`src/spi_macros.svh`:
```
`ifndef SPI_MACROS_SVH
`define SPI_MACROS_SVH

// Command word.
// Bit 11 is the write flag, bits 10:8 the register address
// and bits 7:0 the write data.
`define SPI_CMD_WIDTH 12

// Bits clocked in after a read command.
`define SPI_READ_WIDTH 8

// clk cycles per sclk half period.
`define SPI_CLK_DIV 4

// Entries in the command and read FIFOs.
`define SPI_FIFO_DEPTH 4

// Host bus data width.
`define SPI_WB_WIDTH 16

`endif

```
`src/spi_pkg.sv`:
```
`default_nettype none

`include "spi_macros.svh"

package spi_pkg;

  typedef logic [`SPI_CMD_WIDTH-1:0] spi_cmd_t;

  typedef logic [`SPI_READ_WIDTH-1:0] spi_rdata_t;

  // Master FSM.
  typedef enum logic [1:0] {
    idle,
    shift_cmd,
    shift_read,
    finish
  } spi_state_t;

  // Host register map.
  typedef enum logic [1:0] {
    reg_cmd    = 2'd0,
    reg_rdata  = 2'd1,
    reg_status = 2'd2
  } wb_reg_t;

endpackage

`default_nettype wire

```
`src/spi_clk_gen.sv`:
```
`default_nettype none

`include "spi_macros.svh"

module spi_clk_gen (
  input  logic clk,
  input  logic rst_n,
  input  logic sclk_en,
  output logic sclk,
  output logic sclk_rise,
  output logic sclk_fall
);

  localparam int cnt_w = (`SPI_CLK_DIV > 1) ? $clog2(`SPI_CLK_DIV) : 1;
  localparam logic [cnt_w-1:0] last_cnt = cnt_w'(`SPI_CLK_DIV - 1);

  logic [cnt_w-1:0] div_cnt;
  logic             toggle;

  assign toggle = sclk_en && (div_cnt == last_cnt);

  // Strobes are registered with sclk so they line up with its edges.
  always_ff @(posedge clk or negedge rst_n)
  begin
    if (!rst_n)
    begin
      div_cnt   <= '0;
      sclk      <= 1'b0;
      sclk_rise <= 1'b0;
      sclk_fall <= 1'b0;
    end
    else if (!sclk_en)
    begin
      // Parked low so the next transfer opens on a full low half period.
      div_cnt   <= '0;
      sclk      <= 1'b0;
      sclk_rise <= 1'b0;
      sclk_fall <= 1'b0;
    end
    else
    begin
      div_cnt   <= toggle ? '0 : div_cnt + 1'b1;
      sclk_rise <= toggle && !sclk;
      sclk_fall <= toggle && sclk;
      if (toggle)
        sclk <= ~sclk;
    end
  end

endmodule

`default_nettype wire

```
`src/spi_cmd_master.sv`:
```
`default_nettype none

`include "spi_macros.svh"

module spi_cmd_master
  import spi_pkg::*;
(
  input  logic       clk,
  input  logic       rst_n,
  input  spi_cmd_t   cmd_in,
  input  logic       cmd_vld,
  output logic       cmd_rdy,
  input  logic       sclk,
  input  logic       sclk_rise,
  input  logic       sclk_fall,
  output logic       sclk_en,
  output logic       cs,
  output logic       mosi,
  input  logic       miso,
  output logic       read_vld,
  input  logic       read_rdy,
  output spi_rdata_t read_data
);

  localparam int total_bits = `SPI_CMD_WIDTH + `SPI_READ_WIDTH;
  localparam int bit_cnt_w  = $clog2(total_bits + 1);
  localparam logic [bit_cnt_w-1:0] last_cmd_bit  = bit_cnt_w'(`SPI_CMD_WIDTH - 1);
  localparam logic [bit_cnt_w-1:0] last_read_bit = bit_cnt_w'(total_bits - 1);

  spi_state_t           state;
  spi_cmd_t             shift_buf;
  spi_rdata_t           rx_buf;
  logic [bit_cnt_w-1:0] bit_cnt;
  logic                 is_read;

  // Ready only while idle and a command is waiting.
  assign cmd_rdy   = (state == idle) && cmd_vld;
  assign read_data = rx_buf;

  always_ff @(posedge clk or negedge rst_n)
  begin
    if (!rst_n)
    begin
      state    <= idle;
      cs       <= 1'b1;
      sclk_en  <= 1'b0;
      mosi     <= 1'b0;
      read_vld <= 1'b0;
      bit_cnt  <= '0;
      is_read  <= 1'b0;
    end
    else
    begin
      case (state)
        idle:
        begin
          if (cmd_vld)
          begin
            state   <= shift_cmd;
            cs      <= 1'b0;
            sclk_en <= 1'b1;
            // MSB goes out ahead of the first rising edge.
            mosi    <= cmd_in[`SPI_CMD_WIDTH-1];
            is_read <= !cmd_in[`SPI_CMD_WIDTH-1];
            bit_cnt <= '0;
          end
        end
        shift_cmd:
        begin
          if (sclk_fall)
          begin
            bit_cnt <= bit_cnt + 1'b1;
            mosi    <= shift_buf[`SPI_CMD_WIDTH-2];
            if (bit_cnt == last_cmd_bit)
            begin
              if (is_read)
              begin
                state <= shift_read;
              end
              else
              begin
                state   <= idle;
                cs      <= 1'b1;
                sclk_en <= 1'b0;
              end
            end
          end
        end
        shift_read:
        begin
          if (sclk_fall)
          begin
            bit_cnt <= bit_cnt + 1'b1;
            if (bit_cnt == last_read_bit)
            begin
              state   <= finish;
              cs      <= 1'b1;
              sclk_en <= 1'b0;
            end
          end
        end
        finish:
        begin
          // Hold the result until the read FIFO takes it.
          if (!read_vld)
          begin
            read_vld <= 1'b1;
          end
          else if (read_rdy)
          begin
            read_vld <= 1'b0;
            state    <= idle;
          end
        end
        default:
        begin
          state <= idle;
        end
      endcase
    end
  end

  always_ff @(posedge clk)
  begin
    if (cmd_rdy && cmd_vld)
      shift_buf <= cmd_in;
    else if (state == shift_cmd && sclk_fall)
      shift_buf <= {shift_buf[`SPI_CMD_WIDTH-2:0], 1'b0};
    if (state == shift_read && sclk_rise)
      rx_buf <= {rx_buf[`SPI_READ_WIDTH-2:0], miso};
  end

  a_sclk_idle: assert property (@(posedge clk) disable iff (!rst_n) cs |-> !sclk);

  a_no_write_result: assert property (@(posedge clk) disable iff (!rst_n)
    (state != idle && !is_read) |-> !read_vld);

endmodule

`default_nettype wire

```
`src/spi_subsystem.sv`:
```
`default_nettype none

`include "spi_macros.svh"

module spi_subsystem
  import spi_pkg::*;
(
  input  logic                     clk,
  input  logic                     rst_n,
  input  logic                     wb_cyc,
  input  logic                     wb_stb,
  input  logic                     wb_we,
  input  logic [1:0]               wb_adr,
  input  logic [`SPI_WB_WIDTH-1:0] wb_dat_w,
  output logic [`SPI_WB_WIDTH-1:0] wb_dat_r,
  output logic                     wb_ack,
  output logic                     sclk,
  output logic                     cs,
  output logic                     mosi,
  input  logic                     miso
);

  logic       push_vld;
  logic       push_rdy;
  spi_cmd_t   push_cmd;
  logic       cmd_vld;
  logic       cmd_rdy;
  spi_cmd_t   cmd_in;
  logic       read_vld;
  logic       read_rdy;
  spi_rdata_t read_data;
  logic       rd_valid;
  logic       rd_ready;
  spi_rdata_t rd_data;
  logic       sclk_en;
  logic       sclk_rise;
  logic       sclk_fall;
  logic       busy;

  // Busy covers the whole transfer and a result waiting on a full FIFO.
  assign busy = !cs || read_vld;

  wb_spi_regs u_regs (
    .clk       (clk),
    .rst_n     (rst_n),
    .wb_cyc    (wb_cyc),
    .wb_stb    (wb_stb),
    .wb_we     (wb_we),
    .wb_adr    (wb_adr),
    .wb_dat_w  (wb_dat_w),
    .wb_dat_r  (wb_dat_r),
    .wb_ack    (wb_ack),
    .cmd_valid (push_vld),
    .cmd_ready (push_rdy),
    .cmd_data  (push_cmd),
    .rd_valid  (rd_valid),
    .rd_ready  (rd_ready),
    .rd_data   (rd_data),
    .busy      (busy)
  );

  sync_fifo #(.payload_t(spi_cmd_t)) u_cmd_fifo (
    .clk       (clk),
    .rst_n     (rst_n),
    .in_valid  (push_vld),
    .in_ready  (push_rdy),
    .in_data   (push_cmd),
    .out_valid (cmd_vld),
    .out_ready (cmd_rdy),
    .out_data  (cmd_in)
  );

  sync_fifo #(.payload_t(spi_rdata_t)) u_read_fifo (
    .clk       (clk),
    .rst_n     (rst_n),
    .in_valid  (read_vld),
    .in_ready  (read_rdy),
    .in_data   (read_data),
    .out_valid (rd_valid),
    .out_ready (rd_ready),
    .out_data  (rd_data)
  );

  spi_cmd_master u_master (
    .clk       (clk),
    .rst_n     (rst_n),
    .cmd_in    (cmd_in),
    .cmd_vld   (cmd_vld),
    .cmd_rdy   (cmd_rdy),
    .sclk      (sclk),
    .sclk_rise (sclk_rise),
    .sclk_fall (sclk_fall),
    .sclk_en   (sclk_en),
    .cs        (cs),
    .mosi      (mosi),
    .miso      (miso),
    .read_vld  (read_vld),
    .read_rdy  (read_rdy),
    .read_data (read_data)
  );

  spi_clk_gen u_clk_gen (
    .clk       (clk),
    .rst_n     (rst_n),
    .sclk_en   (sclk_en),
    .sclk      (sclk),
    .sclk_rise (sclk_rise),
    .sclk_fall (sclk_fall)
  );

endmodule

`default_nettype wire

```
`src/sync_fifo.sv`:
```
`default_nettype none

`include "spi_macros.svh"

module sync_fifo #(
  parameter type payload_t = logic [7:0],
  parameter int  depth     = `SPI_FIFO_DEPTH
) (
  input  logic     clk,
  input  logic     rst_n,
  input  logic     in_valid,
  output logic     in_ready,
  input  payload_t in_data,
  output logic     out_valid,
  input  logic     out_ready,
  output payload_t out_data
);

  localparam int ptr_w = (depth > 1) ? $clog2(depth) : 1;
  localparam int cnt_w = $clog2(depth + 1);
  localparam logic [ptr_w-1:0] last_ptr = ptr_w'(depth - 1);
  localparam logic [cnt_w-1:0] full_cnt = cnt_w'(depth);

  payload_t         mem [depth];
  logic [ptr_w-1:0] wr_ptr;
  logic [ptr_w-1:0] rd_ptr;
  logic [cnt_w-1:0] count;
  logic             push;
  logic             pop;

  assign in_ready  = (count != full_cnt);
  assign out_valid = (count != '0);
  assign out_data  = mem[rd_ptr];
  assign push      = in_valid && in_ready;
  assign pop       = out_valid && out_ready;

  always_ff @(posedge clk or negedge rst_n)
  begin
    if (!rst_n)
    begin
      wr_ptr <= '0;
      rd_ptr <= '0;
      count  <= '0;
    end
    else
    begin
      if (push)
        wr_ptr <= (wr_ptr == last_ptr) ? '0 : wr_ptr + 1'b1;
      if (pop)
        rd_ptr <= (rd_ptr == last_ptr) ? '0 : rd_ptr + 1'b1;
      if (push && !pop)
        count <= count + 1'b1;
      else if (pop && !push)
        count <= count - 1'b1;
    end
  end

  always_ff @(posedge clk)
  begin
    if (push)
      mem[wr_ptr] <= in_data;
  end

  a_count_bound: assert property (@(posedge clk) disable iff (!rst_n) count <= full_cnt);

endmodule

`default_nettype wire

```
`src/wb_spi_regs.sv`:
```
`default_nettype none

`include "spi_macros.svh"

module wb_spi_regs
  import spi_pkg::*;
(
  input  logic                     clk,
  input  logic                     rst_n,
  input  logic                     wb_cyc,
  input  logic                     wb_stb,
  input  logic                     wb_we,
  input  logic [1:0]               wb_adr,
  input  logic [`SPI_WB_WIDTH-1:0] wb_dat_w,
  output logic [`SPI_WB_WIDTH-1:0] wb_dat_r,
  output logic                     wb_ack,
  output logic                     cmd_valid,
  input  logic                     cmd_ready,
  output spi_cmd_t                 cmd_data,
  input  logic                     rd_valid,
  output logic                     rd_ready,
  input  spi_rdata_t               rd_data,
  input  logic                     busy
);

  localparam int pad_w = `SPI_WB_WIDTH - `SPI_READ_WIDTH - 1;

  logic                     access;
  wb_reg_t                  reg_sel;
  logic [`SPI_WB_WIDTH-1:0] rdata_word;
  logic [`SPI_WB_WIDTH-1:0] status_word;

  // A new access is any strobe cycle not already being acked.
  assign access  = wb_cyc && wb_stb && !wb_ack;
  assign reg_sel = wb_reg_t'(wb_adr);

  assign cmd_valid = access && wb_we && (reg_sel == reg_cmd);
  assign cmd_data  = wb_dat_w[`SPI_CMD_WIDTH-1:0];
  assign rd_ready  = access && !wb_we && (reg_sel == reg_rdata);

  assign rdata_word  = rd_valid ? {1'b1, {pad_w{1'b0}}, rd_data} : '0;
  assign status_word = {{(`SPI_WB_WIDTH-3){1'b0}}, busy, !rd_valid, !cmd_ready};

  // Command writes wait here while the FIFO is full.
  always_ff @(posedge clk or negedge rst_n)
  begin
    if (!rst_n)
      wb_ack <= 1'b0;
    else
      wb_ack <= access && !(cmd_valid && !cmd_ready);
  end

  always_ff @(posedge clk)
  begin
    if (access && !wb_we)
    begin
      case (reg_sel)
        reg_rdata:  wb_dat_r <= rdata_word;
        reg_status: wb_dat_r <= status_word;
        default:    wb_dat_r <= '0;
      endcase
    end
  end

  a_ack_in_strobe: assert property (@(posedge clk) disable iff (!rst_n) wb_ack |-> wb_stb);

endmodule

`default_nettype wire
```
`config.mk`:
```
export PLATFORM = sky130hd
export DESIGN_NAME = spi_subsystem
export DESIGN_NICKNAME = d
export VERILOG_FILES = /design/src/spi_pkg.sv /design/src/spi_clk_gen.sv /design/src/spi_cmd_master.sv /design/src/spi_subsystem.sv /design/src/sync_fifo.sv /design/src/wb_spi_regs.sv
export VERILOG_INCLUDE_DIRS = /design/src
export SDC_FILE = /design/constraint.sdc
export NUM_CORES = 1
export LEC_CHECK = 0
export BUFFER_PORTS_ARGS = -buffer_cell sky130_fd_sc_hd__buf_2
export CAP_MARGIN = 20
export CORE_MARGIN = 5
export CORE_UTILIZATION = 26
export CTS_CLUSTER_DIAMETER = 120
export CTS_CLUSTER_SIZE = 40
export DETAILED_ROUTE_END_ITERATION = 10
export GPL_TIMING_DRIVEN = 0
export PLACE_DENSITY = 0.45
export SLEW_MARGIN = 20
export SYNTH_ARGS = -nofsm -noshare
export SYNTH_HDL_FRONTEND = slang
export SYNTH_SLANG_ARGS = --single-unit
export TNS_END_PERCENT = 1
```
`constraint.sdc`:
```
create_clock -name clk -period 3.5 [get_ports clk]
set_clock_uncertainty 0.2 [all_clocks]
set_input_delay 0.7 -clock clk [delete_from_list [all_inputs] [get_ports clk]]
set_output_delay 0.7 -clock clk [all_outputs]
set_load 0.005 [all_outputs]
```
==> results of run 1 <==
==> worst max-delay path: cells and delay by family, from the launching register on <==
family / cells / cell delay, ns
DFF: 1 / 0.51
xor gates and xnor gates: 2 / 0.31
buffers and inverters: 1 / 0.06
adders and majority gates: 2 / 0.68
and+or+nand+nor: 3 / 1.13
==> worst max path at each step <==
stage                   startpoint             endpoint  slack [ns]
6_report       u_cmd_fifo.count[0]  u_cmd_fifo.count[2]        0.53
4_1_cts        u_cmd_fifo.count[0]  u_cmd_fifo.count[2]        0.46
3_3_place_gp             wb_adr[0]  u_cmd_fifo.count[2]        0.15
2_1_floorplan            wb_adr[0]  u_cmd_fifo.count[2]        0.72
3_5_place_dp             wb_adr[0]  u_cmd_fifo.count[2]        0.09
5_1_grt        u_cmd_fifo.count[0]  u_cmd_fifo.count[2]        0.26
==> per-stage QoR <==
stage / hold slack, ns / worst slack [ns]
after global placement: 0.2189 / 0.1522
after floorplan: 0.2044 / 0.7216
final: 0.1661 / 0.5317
after global routing: 0.2215 / 0.2612
after CTS: 0.1892 / 0.4647
after detailed placement: 0.2312 / 0.09188
==> final cells by class <==
type	count	area share [%]
clock buffers	17	6.144
multi-input cells	171	23.55
flip-flops and latches	140	58.42
inverters	17	0.9216
well taps	280	5.060
clock inverters	15	2.024
repair buffers	32	2.313
plain buffers	17	1.572
==> sequential cells by signal, indices dropped and copies added (netlist names), 2 cells and up, named ones only <==
signal,flops
u_clk_gen.div_cnt,2
u_cmd_fifo.count,3
u_cmd_fifo.mem,48
u_cmd_fifo.rd_ptr,2
u_cmd_fifo.wr_ptr,2
u_master.bit_cnt,5
u_master.read_data,8
u_master.shift_buf,11
u_read_fifo.count,3
u_read_fifo.mem,32
u_read_fifo.rd_ptr,2
u_read_fifo.wr_ptr,2
u_regs.wb_dat_r,9
==> where the power goes <==
| group | leakage [nW] | internal, mW | switching [mW] |
|---|---|---|---|
| clock | 0.284 | 0.946 | 0.770 |
| combinational | 0.933 | 0.710 | 0.757 |
| sequential | 1.39 | 2.16 | 0.173 |
| total | 2.60 | 3.82 | 1.70 |
==> placed cells by master (no fill, tap or decap), types with 3 or more instances in the layout <==
| cell | netlist | final |
|---|---|---|
| edfxtp_1 | 108 | 108 |
| buf_2 | 3 | 35 |
| dfrtp_1 | 31 | 31 |
| ha_1 | 22 | 22 |
| mux4_2 | 20 | 20 |
| inv_1 | 17 | 17 |
| mux2_2 | 17 | 17 |
| clkbuf_16 | 0 | 17 |
| nand2_1 | 14 | 14 |
| nor2_1 | 12 | 12 |
| and2_1 | 10 | 10 |
| buf_4 | 9 | 9 |
| o21ai_0 | 8 | 8 |
| conb_1 | 1 | 7 |
| inv_6 | 0 | 7 |
| and3_1 | 6 | 6 |
| nor3_1 | 5 | 5 |
| inv_8 | 0 | 5 |
| nor2b_1 | 4 | 4 |
| clkbuf_1 | 4 | 4 |
| nand4_1 | 4 | 4 |
| a22o_1 | 4 | 4 |
| mux2i_1 | 4 | 4 |
| xor2_1 | 4 | 4 |
| a21o_1 | 3 | 3 |
| a21oi_1 | 3 | 3 |
| xnor2_1 | 3 | 3 |
==> logic make-up (layout without fill, tap and decap cells) <==
| kind of cell | after synthesis | count (layout) | share of synthesized area [%] |
|---|---|---|---|
| compound gates | 27 | 27 | 3.157 |
| xor+xnor | 7 | 7 | 1.052 |
| fa+ha+maj | 24 | 24 | 5.412 |
| buf+inv | 34 | 98 | 2.964 |
| flops | 140 | 140 | 69.44 |
| mux | 41 | 41 | 11.71 |
| other cells | 1 | 7 | 0.06437 |
| simple gates | 65 | 65 | 6.207 |
==> layer usage <==
layer  vias to the layer above  part of all wire, %
met5                         -                    0
met4                         0                  1.9
met3                        15                  4.4
met2                        48                   49
met1                      1461                   45
li1                       1390                    -
==> key figures, run 1 <==
Run status
  • Status: finished clean

Final layout
  • Post-layout util: 31.53%
  • Nets: 444
  • Final Non-Filler Cells: 689
  • Fill count: 2123
  • # diodes: 0
  • Multi-input gate area: 1630 um2
  • Area grow syn2layout: 18.86%
  • Storage element area: 4045 um2
  • Share of layout cells above drive strength 1: 28.61%
  • Post-layout instance area: 6924 um2

Logic synthesis
  • Yosys cell types: 40
  • Most frequent cell after synthesis: edfxtp_1
  • Sequential element share of the synthesized area: 69.44%
  • Yosys reg bits: 140
  • Synth top area cells: edfxtp_1, dfrtp_1, mux4_2
  • Ys async rst share: 22.86%
  • Cell taking the most area after synthesis: edfxtp_1
  • Avg Inst Size Synth: 17.18 um2
  • Post-synth top area share: 55.67%
  • Post-synth EDFFs: 108
  • Post-synth top flop: edfxtp_1
  • Yosys warning count: 0
  • Synth Cell Area: 5826 um2
  • Post-synth top cells: edfxtp_1, dfrtp_1, ha_1
  • Synth Instances: 339

Placement
  • DP Area: 6359 um2
  • Port-buffer cells: 32
  • Routability-driven placement congestion ratio: 0.7195
  • Hpwl dp: 6837 um
  • Dpl cells: 657

Floorplan
  • Die X: 159.7 um
  • Core footprint: 21960 um2
  • Die Height: 159.7 um
  • Io pins: 44
  • Row cnt: 54
  • Full die area: 25500 um2
  • Initial core utilization: 26.53%

Critical path
  • Most frequent CP cell: xor2_1
  • CP Data Required Time: 3.64 ns
  • Reg2reg end: u_cmd_fifo.count[2]
  • Register-to-Register Path Depth: 8
  • Delay of the slowest cell on the worst path: 0.84 ns
  • Critical path arrival: 3.11 ns
  • Largest fanout on the critical path: 9
  • RR Startpoint: u_cmd_fifo.count[0]
  • Worst path cell trace: nor3b_1 > nor3_1 > ha_1 > inv_1 > fa_1 > xor2_1 > nor2_1 > xor2_1
  • R2r setup slk: 0.53 ns
  • Setup crit start kind: flip-flop
  • Critical Path Sink Type: flip-flop
  • Critical path type: flip-flop to flip-flop
  • Slowest cell on crit path: nor3_1

Run
  • Max-cap violation count: 0

Clock network
  • PostCTS Resize Cnt: 0
  • H-tree levels: 4
  • Num CTS Buffers: 17
  • CTS Buffer Depth: 2
  • Post-CTS Setup Repair Bufs: 0
  • Root Buffer: clkbuf_16
  • CTS tree: yes
  • Clock Latency Late Sink: 0.42 ns
  • Cts hold-fix bufs: 0
  • Sinks on Clock Net: 140
  • Worst-path clk slew: 0.06 ns

Power and ir drop
  • Leak: 2.603 nW
  • VDD IR max: 0.3677 mV
  • PwrDens: 797.3 nW/um2
  • PnR Total Power: 5.520 mW

Drt
  • Vias: 2914
  • Routed Antenna Nets: 0
  • Initial DRC Count: 93
  • Avg WL per Cell: 15.03 um
  • WL final: 10350 um
  • Via density per instance: 4.229
  • DR DRC count: 0
  • Drt first pass iters: 4

STA
  • Part of the cycle the worst path needs: 84.81%
  • F_max: 336.9 MHz
  • Post-layout minimum cycle time: 2.968 ns
  • Normalized max-slew margin: 30.24%
  • RSZ-0062 raised after global routing: no
  • Final Slew Violations: 0
  • Worst-margin pin slew: 1.040 ns
  • Final Hold Viols: 0
  • Final setup vio count: 0
  • Final TNS setup: 0 ns

Global routing
  • Vias in the first global route: 3126
  • Antenna violations before repair: 0
  • Top Usage Layer GRT: met2
  • Gr usage total: 8.734%
  • First-pass GRT wire length: 17070 um
  • Met2 Track Usage GR: 13.70%
  • Largest net degree at the start of global routing: 33
  • Remaining global-route overflow: 0
  • Met3 usage: 2.964%
  • Grt met1 use: 11.08%

Min path
  • Min-delay worst type: primary input to async pin
Power figures use the tool's default switching activity.
==> run 2: changes to the inputs <==
- PLACE_DENSITY: 0.45 -> 0.46
- clock period: 3.5 -> 2.55 ns (I/O delays scaled with it)
==> run 2 against run 1 <==
Utilization grew 0.52 points. First-iteration DRC count is 48% higher. Wire length grew 2.6%. Sequential share of layout area is 0.89 points lower. Clock power increased by 40%. Sequential power up 38%. Register-to-register slack worse by 0.43 ns. Non-clock buffer count rose by 6. Cell area grew 1.6%. Largest power group unchanged. Highest routed layer unchanged.
==> key figures, run 2 (synthesized netlist as in run 1, its figures left out) <==
Floorplan
  • Row cnt: 54 (unchanged)
  • Io pins: 44 (unchanged)
  • Initial core utilization: 26.53% (unchanged)
  • Die X: 159.7 um (unchanged)
  • Core footprint: 21960 um2 (unchanged)
  • Die Height: 159.7 um (unchanged)
  • Full die area: 25500 um2 (unchanged)

Run status
  • Status: finished clean

Placement
  • Routability-driven placement congestion ratio: 0.7151 (-0.61%)
  • Hpwl dp: 6873 um (+0.53%)
  • Dpl cells: 657 (unchanged)
  • DP Area: 6364 um2 (about the same)
  • Port-buffer cells: 32 (unchanged)

STA
  • Final Hold Viols: 0 (unchanged)
  • RSZ-0062 raised after global routing: yes
  • Worst-margin pin slew: 0.7630 ns (-0.2771 ns)
  • Hold slack: 0.08639 ns (-0.07968 ns)
  • Post-layout minimum cycle time: 2.445 ns (-0.5237 ns)
  • Final Slew Violations: 0 (unchanged)
  • Normalized max-slew margin: 49.13% (+19 points)
  • Final setup vio count: 0 (unchanged)
  • Part of the cycle the worst path needs: 95.87% (+11 points)
  • F_max: 409.1 MHz (+21%)

Run
  • Max-cap violation count: 0 (unchanged)

Global routing
  • Largest net degree at the start of global routing: 33 (unchanged)
  • Gr usage total: 8.784% (+0.050 points)
  • Vias in the first global route: 3077 (-1.6%)
  • Antenna violations before repair: 0 (unchanged)
  • First-pass GRT wire length: 17260 um (+1.1%)
  • Remaining global-route overflow: 0 (unchanged)

Drt
  • Routed Antenna Nets: 0 (unchanged)
  • Highest routed layer: met4
  • Initial DRC Count: 138 (+48%)
  • Drt first pass iters: 4 (unchanged)
  • Via density per instance: 4.153 (-1.8%)
  • Vias: 2886 (-0.96%)
  • Met3 WL post-DR: 343 um (-25%)
  • Avg WL per Cell: 15.28 um (+1.7%)
  • Routed length on met2: 5118 um (+1.1%)
  • WL final: 10620 um (+2.6%)
  • DR DRC count: 0 (unchanged)
  • Post-Route M1 WL: 5016 um (+8.2%)

Critical path
  • Setup crit start kind: flip-flop
  • Reg2reg end: u_cmd_fifo.count[2]
  • Critical Path Sink Type: flip-flop
  • Largest fanout on the critical path: 5 (-4)
  • Critical path arrival: 2.58 ns (-0.53 ns)
  • Critical path type: flip-flop to flip-flop
  • Register-to-Register Path Depth: 8 (unchanged)
  • RR Startpoint: u_regs.wb_ack
  • R2r setup slk: 0.11 ns (-0.43 ns)
  • CP Data Required Time: 2.68 ns (-0.96 ns)

Final layout
  • Fill count: 2108 (-0.71%)
  • Area grow syn2layout: 20.81%
  • Top reg by flops: u_cmd_fifo.mem
  • Share of layout cells above drive strength 1: 31.81% (+3.2 points)
  • Post-layout util: 32.05% (+0.52 points)
  • Largest regs: u_cmd_fifo.mem x48, u_read_fifo.mem x32, u_master.shift_buf x11
  • # diodes: 0 (unchanged)
  • Nets: 450 (+1.4%)
  • Post-layout instance area: 7038 um2 (+1.6%)
  • Most common cell after layout, fill and taps aside: edfxtp_1
  • Most frequent cells in the layout: edfxtp_1, buf_2, dfrtp_1
  • Max reg flops: 48 (unchanged)
  • Final Non-Filler Cells: 695 (+0.87%)

Clock network
  • CTS Buffer Depth: 2 (unchanged)
  • CTS tree: yes
  • Clock Latency Late Sink: 0.42 ns (about the same)
  • Sinks on Clock Net: 140 (unchanged)
  • Num CTS Buffers: 17 (unchanged)
  • H-tree levels: 4 (unchanged)
  • Worst-path clk slew: 0.06 ns (about the same)
  • Root Buffer: clkbuf_16

Power and ir drop
  • VDD IR max: 0.4726 mV (+29%)
  • PnR Total Power: 7.709 mW (+40%)
  • PwrDens: 1095 nW/um2 (+37%)
  • Leak: 2.636 nW (+1.3%)

Min path
  • Hold Path Depth: 1
  • Hold Crit Start: miso
  • Min-delay worst type: primary input to flip-flop
  • Hold Crit Endpoint: u_master.read_data[0]
-- run 2: worst max-delay path by stage --
stage | start | to | slack (ns) | cells past startpoint
2_1_floorplan | wb_stb | u_read_fifo.count[1] | -0.01 | 7
3_3_place_gp | wb_stb | u_read_fifo.count[1] | -0.46 | 8
3_5_place_dp | wb_stb | u_read_fifo.count[1] | -0.53 | 8
4_1_cts | u_cmd_fifo.count[1] | u_cmd_fifo.count[2] | 0.01 | 8
5_1_grt | u_regs.wb_ack | u_cmd_fifo.count[2] | -0.02 | 8
6_report | u_regs.wb_ack | u_cmd_fifo.count[2] | 0.11 | 8
-- run 2: cell type report --
| class | instances | area, um2 | share of cell area (%) |
|---|---|---|---|
| Timing Repair Buffer | 38 | 207.7 | 2.951 |
| Multi-Input combinational cell | 171 | 1675 | 23.80 |
| Buffer | 17 | 110.1 | 1.564 |
| Clock buffer | 17 | 425.4 | 6.044 |
| Tap cell | 280 | 350.3 | 4.978 |
| Clock inverter | 15 | 156.4 | 2.222 |
| Sequential cell | 140 | 4049 | 57.53 |
| Inverter | 17 | 63.81 | 0.9067 |
-- run 2: repair_timing --
| action | in CTS | in global routing |
|---|---|---|
| buffers inserted | 1 | 4 |
| hold endpoints to repair | 31 | 0 |
| pin swaps | 1 | 3 |
| gates resized for setup | 7 | 7 |
| setup endpoints to repair | 40 | 4 |
| hold buffers | 1 | 0 |
-- run 2: worst max-delay path: stages (launching register included) --
cell	delay, ns
dfrtp_1	0.38
nand3b_1	0.29
nor3_4	0.34
ha_2	0.25
inv_1	0.05
fa_1	0.38
xor2_1	0.17
nor2_1	0.14
xor2_1	0.15
-- run 2: per-layer routing --
layer	vias to the layer above	track usage, %
li1	1404	-
met1	1433	11.46
met2	40	13.60
met3	9	2.809
met4	0	3.550
met5	-	0
-- run 2: power by group --
group	internal [mW]	total (mW)	switching (mW)
combinational	1.01	2.06	1.05
clock	1.38	2.41	1.03
sequential	2.98	3.24	0.258
total	5.37	7.71	2.34
-- run 2: per-stage QoR --
| stage | setup WS (ns) | setup TNS (ns) |
|---|---|---|
| 2_1_floorplan | -0.01334 | -0.01334 |
| 3_3_place_gp | -0.4590 | -13.53 |
| 3_5_place_dp | -0.5348 | -14.79 |
| 4_1_cts | 0.01483 | 0 |
| 5_1_grt | -0.02455 | -0.02455 |
| 6_report | 0.1053 | 0 |
==> run 3: changes to the inputs <==
--- a/config.mk
+++ b/config.mk
@@ -12,5 +12,5 @@
 export CORE_UTILIZATION = 26
 export CTS_CLUSTER_DIAMETER = 120
-export CTS_CLUSTER_SIZE = 40
+export CTS_CLUSTER_SIZE = 28
 export DETAILED_ROUTE_END_ITERATION = 10
 export GPL_TIMING_DRIVEN = 0
@@ -19,4 +19,5 @@
 export SYNTH_ARGS = -nofsm -noshare
 export SYNTH_HDL_FRONTEND = slang
+export SYNTH_HIERARCHICAL = 1
 export SYNTH_SLANG_ARGS = --single-unit
 export TNS_END_PERCENT = 1
==> constraint.sdc (replaced) <==
create_clock -name clk -period 2.55 [get_ports clk]
set_clock_uncertainty 0.2 [all_clocks]
set_input_delay 0.255 -clock clk [delete_from_list [all_inputs] [get_ports clk]]
set_output_delay 0.255 -clock clk [all_outputs]
set_load 0.005 [all_outputs]
==> run 3 against run 2 <==
Cell count grew 8.3%. Cell area grew 5.5%. Worst hold slack worse by 0.061 ns. Power is 30% lower. Register-to-register slack better by 0.04 ns. Setup slack improved by 0.042 ns. Clock power up 5%. Largest cell class unchanged. Combinational power shrank 85%. Count of clock-buffer cells in the layout did not move.
==> key figures, run 3 <==
Min path
  • Hold Path Depth: 3 (+2)
  • Min-delay worst type: primary input to flip-flop
  • Hold Crit Start: wb_we

Power and ir drop
  • PwrDens: 721.7 nW/um2 (-34%)
  • Leak: 2.839 nW (+7.7%)
  • VDD IR max: 0.4883 mV (+3.3%)
  • PnR Total Power: 5.359 mW (-30%)

STA
  • Post-layout minimum cycle time: 2.403 ns (-0.04166 ns)
  • RSZ-0062 raised after global routing: no
  • Final setup vio count: 0 (unchanged)
  • F_max: 416.1 MHz (+1.7%)
  • Hold slack: 0.02523 ns (-0.06116 ns)
  • Normalized max-slew margin: 47.40% (-1.7 points)
  • Final Hold Viols: 0 (unchanged)
  • Final TNS setup: 0 ns (unchanged)
  • Final Slew Violations: 0 (unchanged)
  • Part of the cycle the worst path needs: 94.24% (-1.6 points)
  • Worst-margin pin slew: 0.7890 ns (+0.02600 ns)

Logic synthesis
  • Post-synth top cells: edfxtp_1, dfrtp_1, ha_1
  • Synth Area in Adders: 5.423% (+0.011 points)
  • Largest family of logic cells by synthesized area: multiplexers
  • Sequential element share of the synthesized area: 66.92% (-2.5 points)
  • Yosys warning count: 6 (+6)
  • Post-synth top area share: 53.65% (-2.0 points)
  • Cell taking the most area after synthesis: edfxtp_1
  • Synth top area cells: edfxtp_1, dfrtp_1, mux4_2
  • Simple-gate area share of the yosys netlist: 7.266% (+1.1 points)
  • Synth Cell Area: 6045 um2 (+3.8%)
  • Mux cell area share after synthesis: 12.27% (+0.57 points)
  • Synth Area in XOR/XNOR: 1.014% (-0.038 points)
  • Yosys cell types: 50 (+25%)
  • Yosys reg bits: 140 (unchanged)
  • Most frequent cell after synthesis: edfxtp_1
  • Post-synth EDFFs: 108 (unchanged)
  • Post-synth top flop: edfxtp_1
  • Ys async rst share: 22.86% (unchanged)
  • Synth Instances: 361 (+6.5%)
  • Avg Inst Size Synth: 16.74 um2 (-2.6%)
  • Synth Area in Compound Gates: 2.877% (-0.28 points)

Run
  • Max-cap violation count: 0 (unchanged)

Global routing
  • First-pass GRT wire length: 17530 um (+1.6%)
  • Gr usage total: 8.789% (about the same)
  • Largest net degree at the start of global routing: 33 (unchanged)
  • Remaining global-route overflow: 0 (unchanged)
  • Antenna violations before repair: 0 (unchanged)
  • Vias in the first global route: 3312 (+7.6%)

Floorplan
  • Initial core utilization: 26.54% (about the same)
  • Row cnt: 55 (+1.9%)
  • Core footprint: 22780 um2 (+3.7%)
  • Die Height: 162.5 um (+1.7%)
  • Full die area: 26400 um2 (+3.5%)
  • Io pins: 44 (unchanged)
  • Die X: 162.5 um (+1.7%)

Final layout
  • Most frequent cells in the layout: edfxtp_1, dfrtp_1, buf_4
  • Area grow syn2layout: 22.85%
  • # diodes: 0 (unchanged)
  • Multi-input gate area: 1815 um2 (+8.4%)
  • Share of layout cells above drive strength 1: 34.32% (+2.5 points)
  • Nets: 476 (+5.8%)
  • Fill count: 2252 (+6.8%)
  • Max reg flops: 48 (unchanged)
  • Top reg by flops: u_cmd_fifo/mem
  • Largest regs: u_cmd_fifo/mem x48, u_read_fifo/mem x32, u_master/shift_buf x11
  • Storage element area: 4045 um2 (about the same)
  • Most common cell after layout, fill and taps aside: edfxtp_1

Drt
  • Initial DRC Count: 165 (+20%)
  • Avg WL per Cell: 14.57 um (-4.7%)
  • Drt first pass iters: 4 (unchanged)
  • Routed Antenna Nets: 0 (unchanged)
  • WL final: 10970 um (+3.3%)
  • Via density per instance: 4.104 (-1.2%)
  • Vias: 3090 (+7.1%)
  • DR DRC count: 0 (unchanged)

Placement
  • Hpwl dp: 7187 um (+4.6%)
  • Port-buffer cells: 20 (-38%)
  • Routability-driven placement congestion ratio: 0.6936 (-3.0%)

Clock network
  • Clock Latency Late Sink: 0.41 ns (about the same)
  • Root Buffer: clkbuf_16
  • Sinks on Clock Net: 140 (unchanged)
  • CTS tree: yes
  • Num CTS Buffers: 17 (unchanged)
  • H-tree levels: 4 (unchanged)
  • Worst-path clk slew: 0.06 ns (about the same)
  • CTS Buffer Depth: 2 (unchanged)

Critical path
  • CP Data Required Time: 2.65 ns (-0.03 ns)
  • Critical path arrival: 2.50 ns (-0.08 ns)
  • Critical Path Sink Type: flip-flop
  • Register-to-Register Path Depth: 10 (+2)
  • Setup crit start kind: flip-flop
  • Largest fanout on the critical path: 10 (+5)
  • Critical path type: flip-flop to flip-flop

Run status
  • Status: finished clean
## run 3: worst paths after layout
| path | end | slack [ns] |
|---|---|---|
| worst max-delay path | u_cmd_fifo/count[1] | 0.15 |
| worst min-delay path | u_regs/wb_ack | 0.03 |
| worst max register to register | u_cmd_fifo/count[1] | 0.15 |
| worst min register to register | u_clk_gen/div_cnt[0] | 0.25 |
| max in group asynchronous | u_cmd_fifo/count[2] | 1.37 |
| min in group asynchronous | u_master/bit_cnt[3] | 0.28 |
## run 3: final cells by class
type,instances,area share (%)
plain buffers,27,2.763
clock buffers,17,5.729
repair buffers,41,3.943
multi-input cells,182,24.45
flip-flops and latches,140,54.47
inverters,18,0.9099
well taps,313,5.274
clock inverters,15,2.460
## run 3: where the power goes
| group | internal [mW] | switching (mW) |
|---|---|---|
| logic | 0.163 | 0.143 |
| clock network | 1.55 | 0.969 |
| registers | 2.50 | 0.0358 |
## run 3: per-layer routing
layer  vias up  global-route usage [%]  part of all wire (%)
li1       1460                       -                     -
met4         0                   4.037                   1.7
met2        53                   14.57                    50
met1      1567                   10.47                    44
met3        10                   2.733                   3.8
met5         -                       0                     0
## run 3: logic make-up after synthesis
| family | Yosys count |
|---|---|
| compound gates | 26 |
| buf+inv | 45 |
| simple gates | 72 |
| flops | 140 |
| fa+ha+maj | 25 |
| xor+xnor | 7 |
| other cells | 1 |
| mux | 45 |
## run 3: per-stage QoR
stage | cells | utilization (%) | setup slack [ns] | area, um2
after floorplan | 367 | - | 0.04620 | 6077
after CTS | 750 | 32.39 | 0.02467 | 7377
after global routing | 753 | 32.60 | 0.01513 | 7426
final | 753 | 32.60 | 0.1470 | 7426
after detailed placement | 700 | 28.84 | -0.2415 | 6569
after global placement | 700 | 28.84 | -0.1591 | 6569
## run 3: timing repair
item | CTS | global route
setup buffers | 4 | 3
pin swaps | 2 | 4
gates resized for setup | 6 | 4
setup endpoints to repair | 2 | 3
endpoints found under the hold margin | 80 | 0
hold buffers | 14 | 0
## run 3: worst max-delay path, stage by stage (launching register included)
cell and delay, ns:
dfrtp_1 0.43, inv_1 0.15, ha_4 0.20, nand2_4 0.07, clkbuf_16 0.16, inv_1 0.06
nand2_2 0.08, ha_4 0.16, inv_1 0.07, fa_2 0.43, mux2_2 0.26
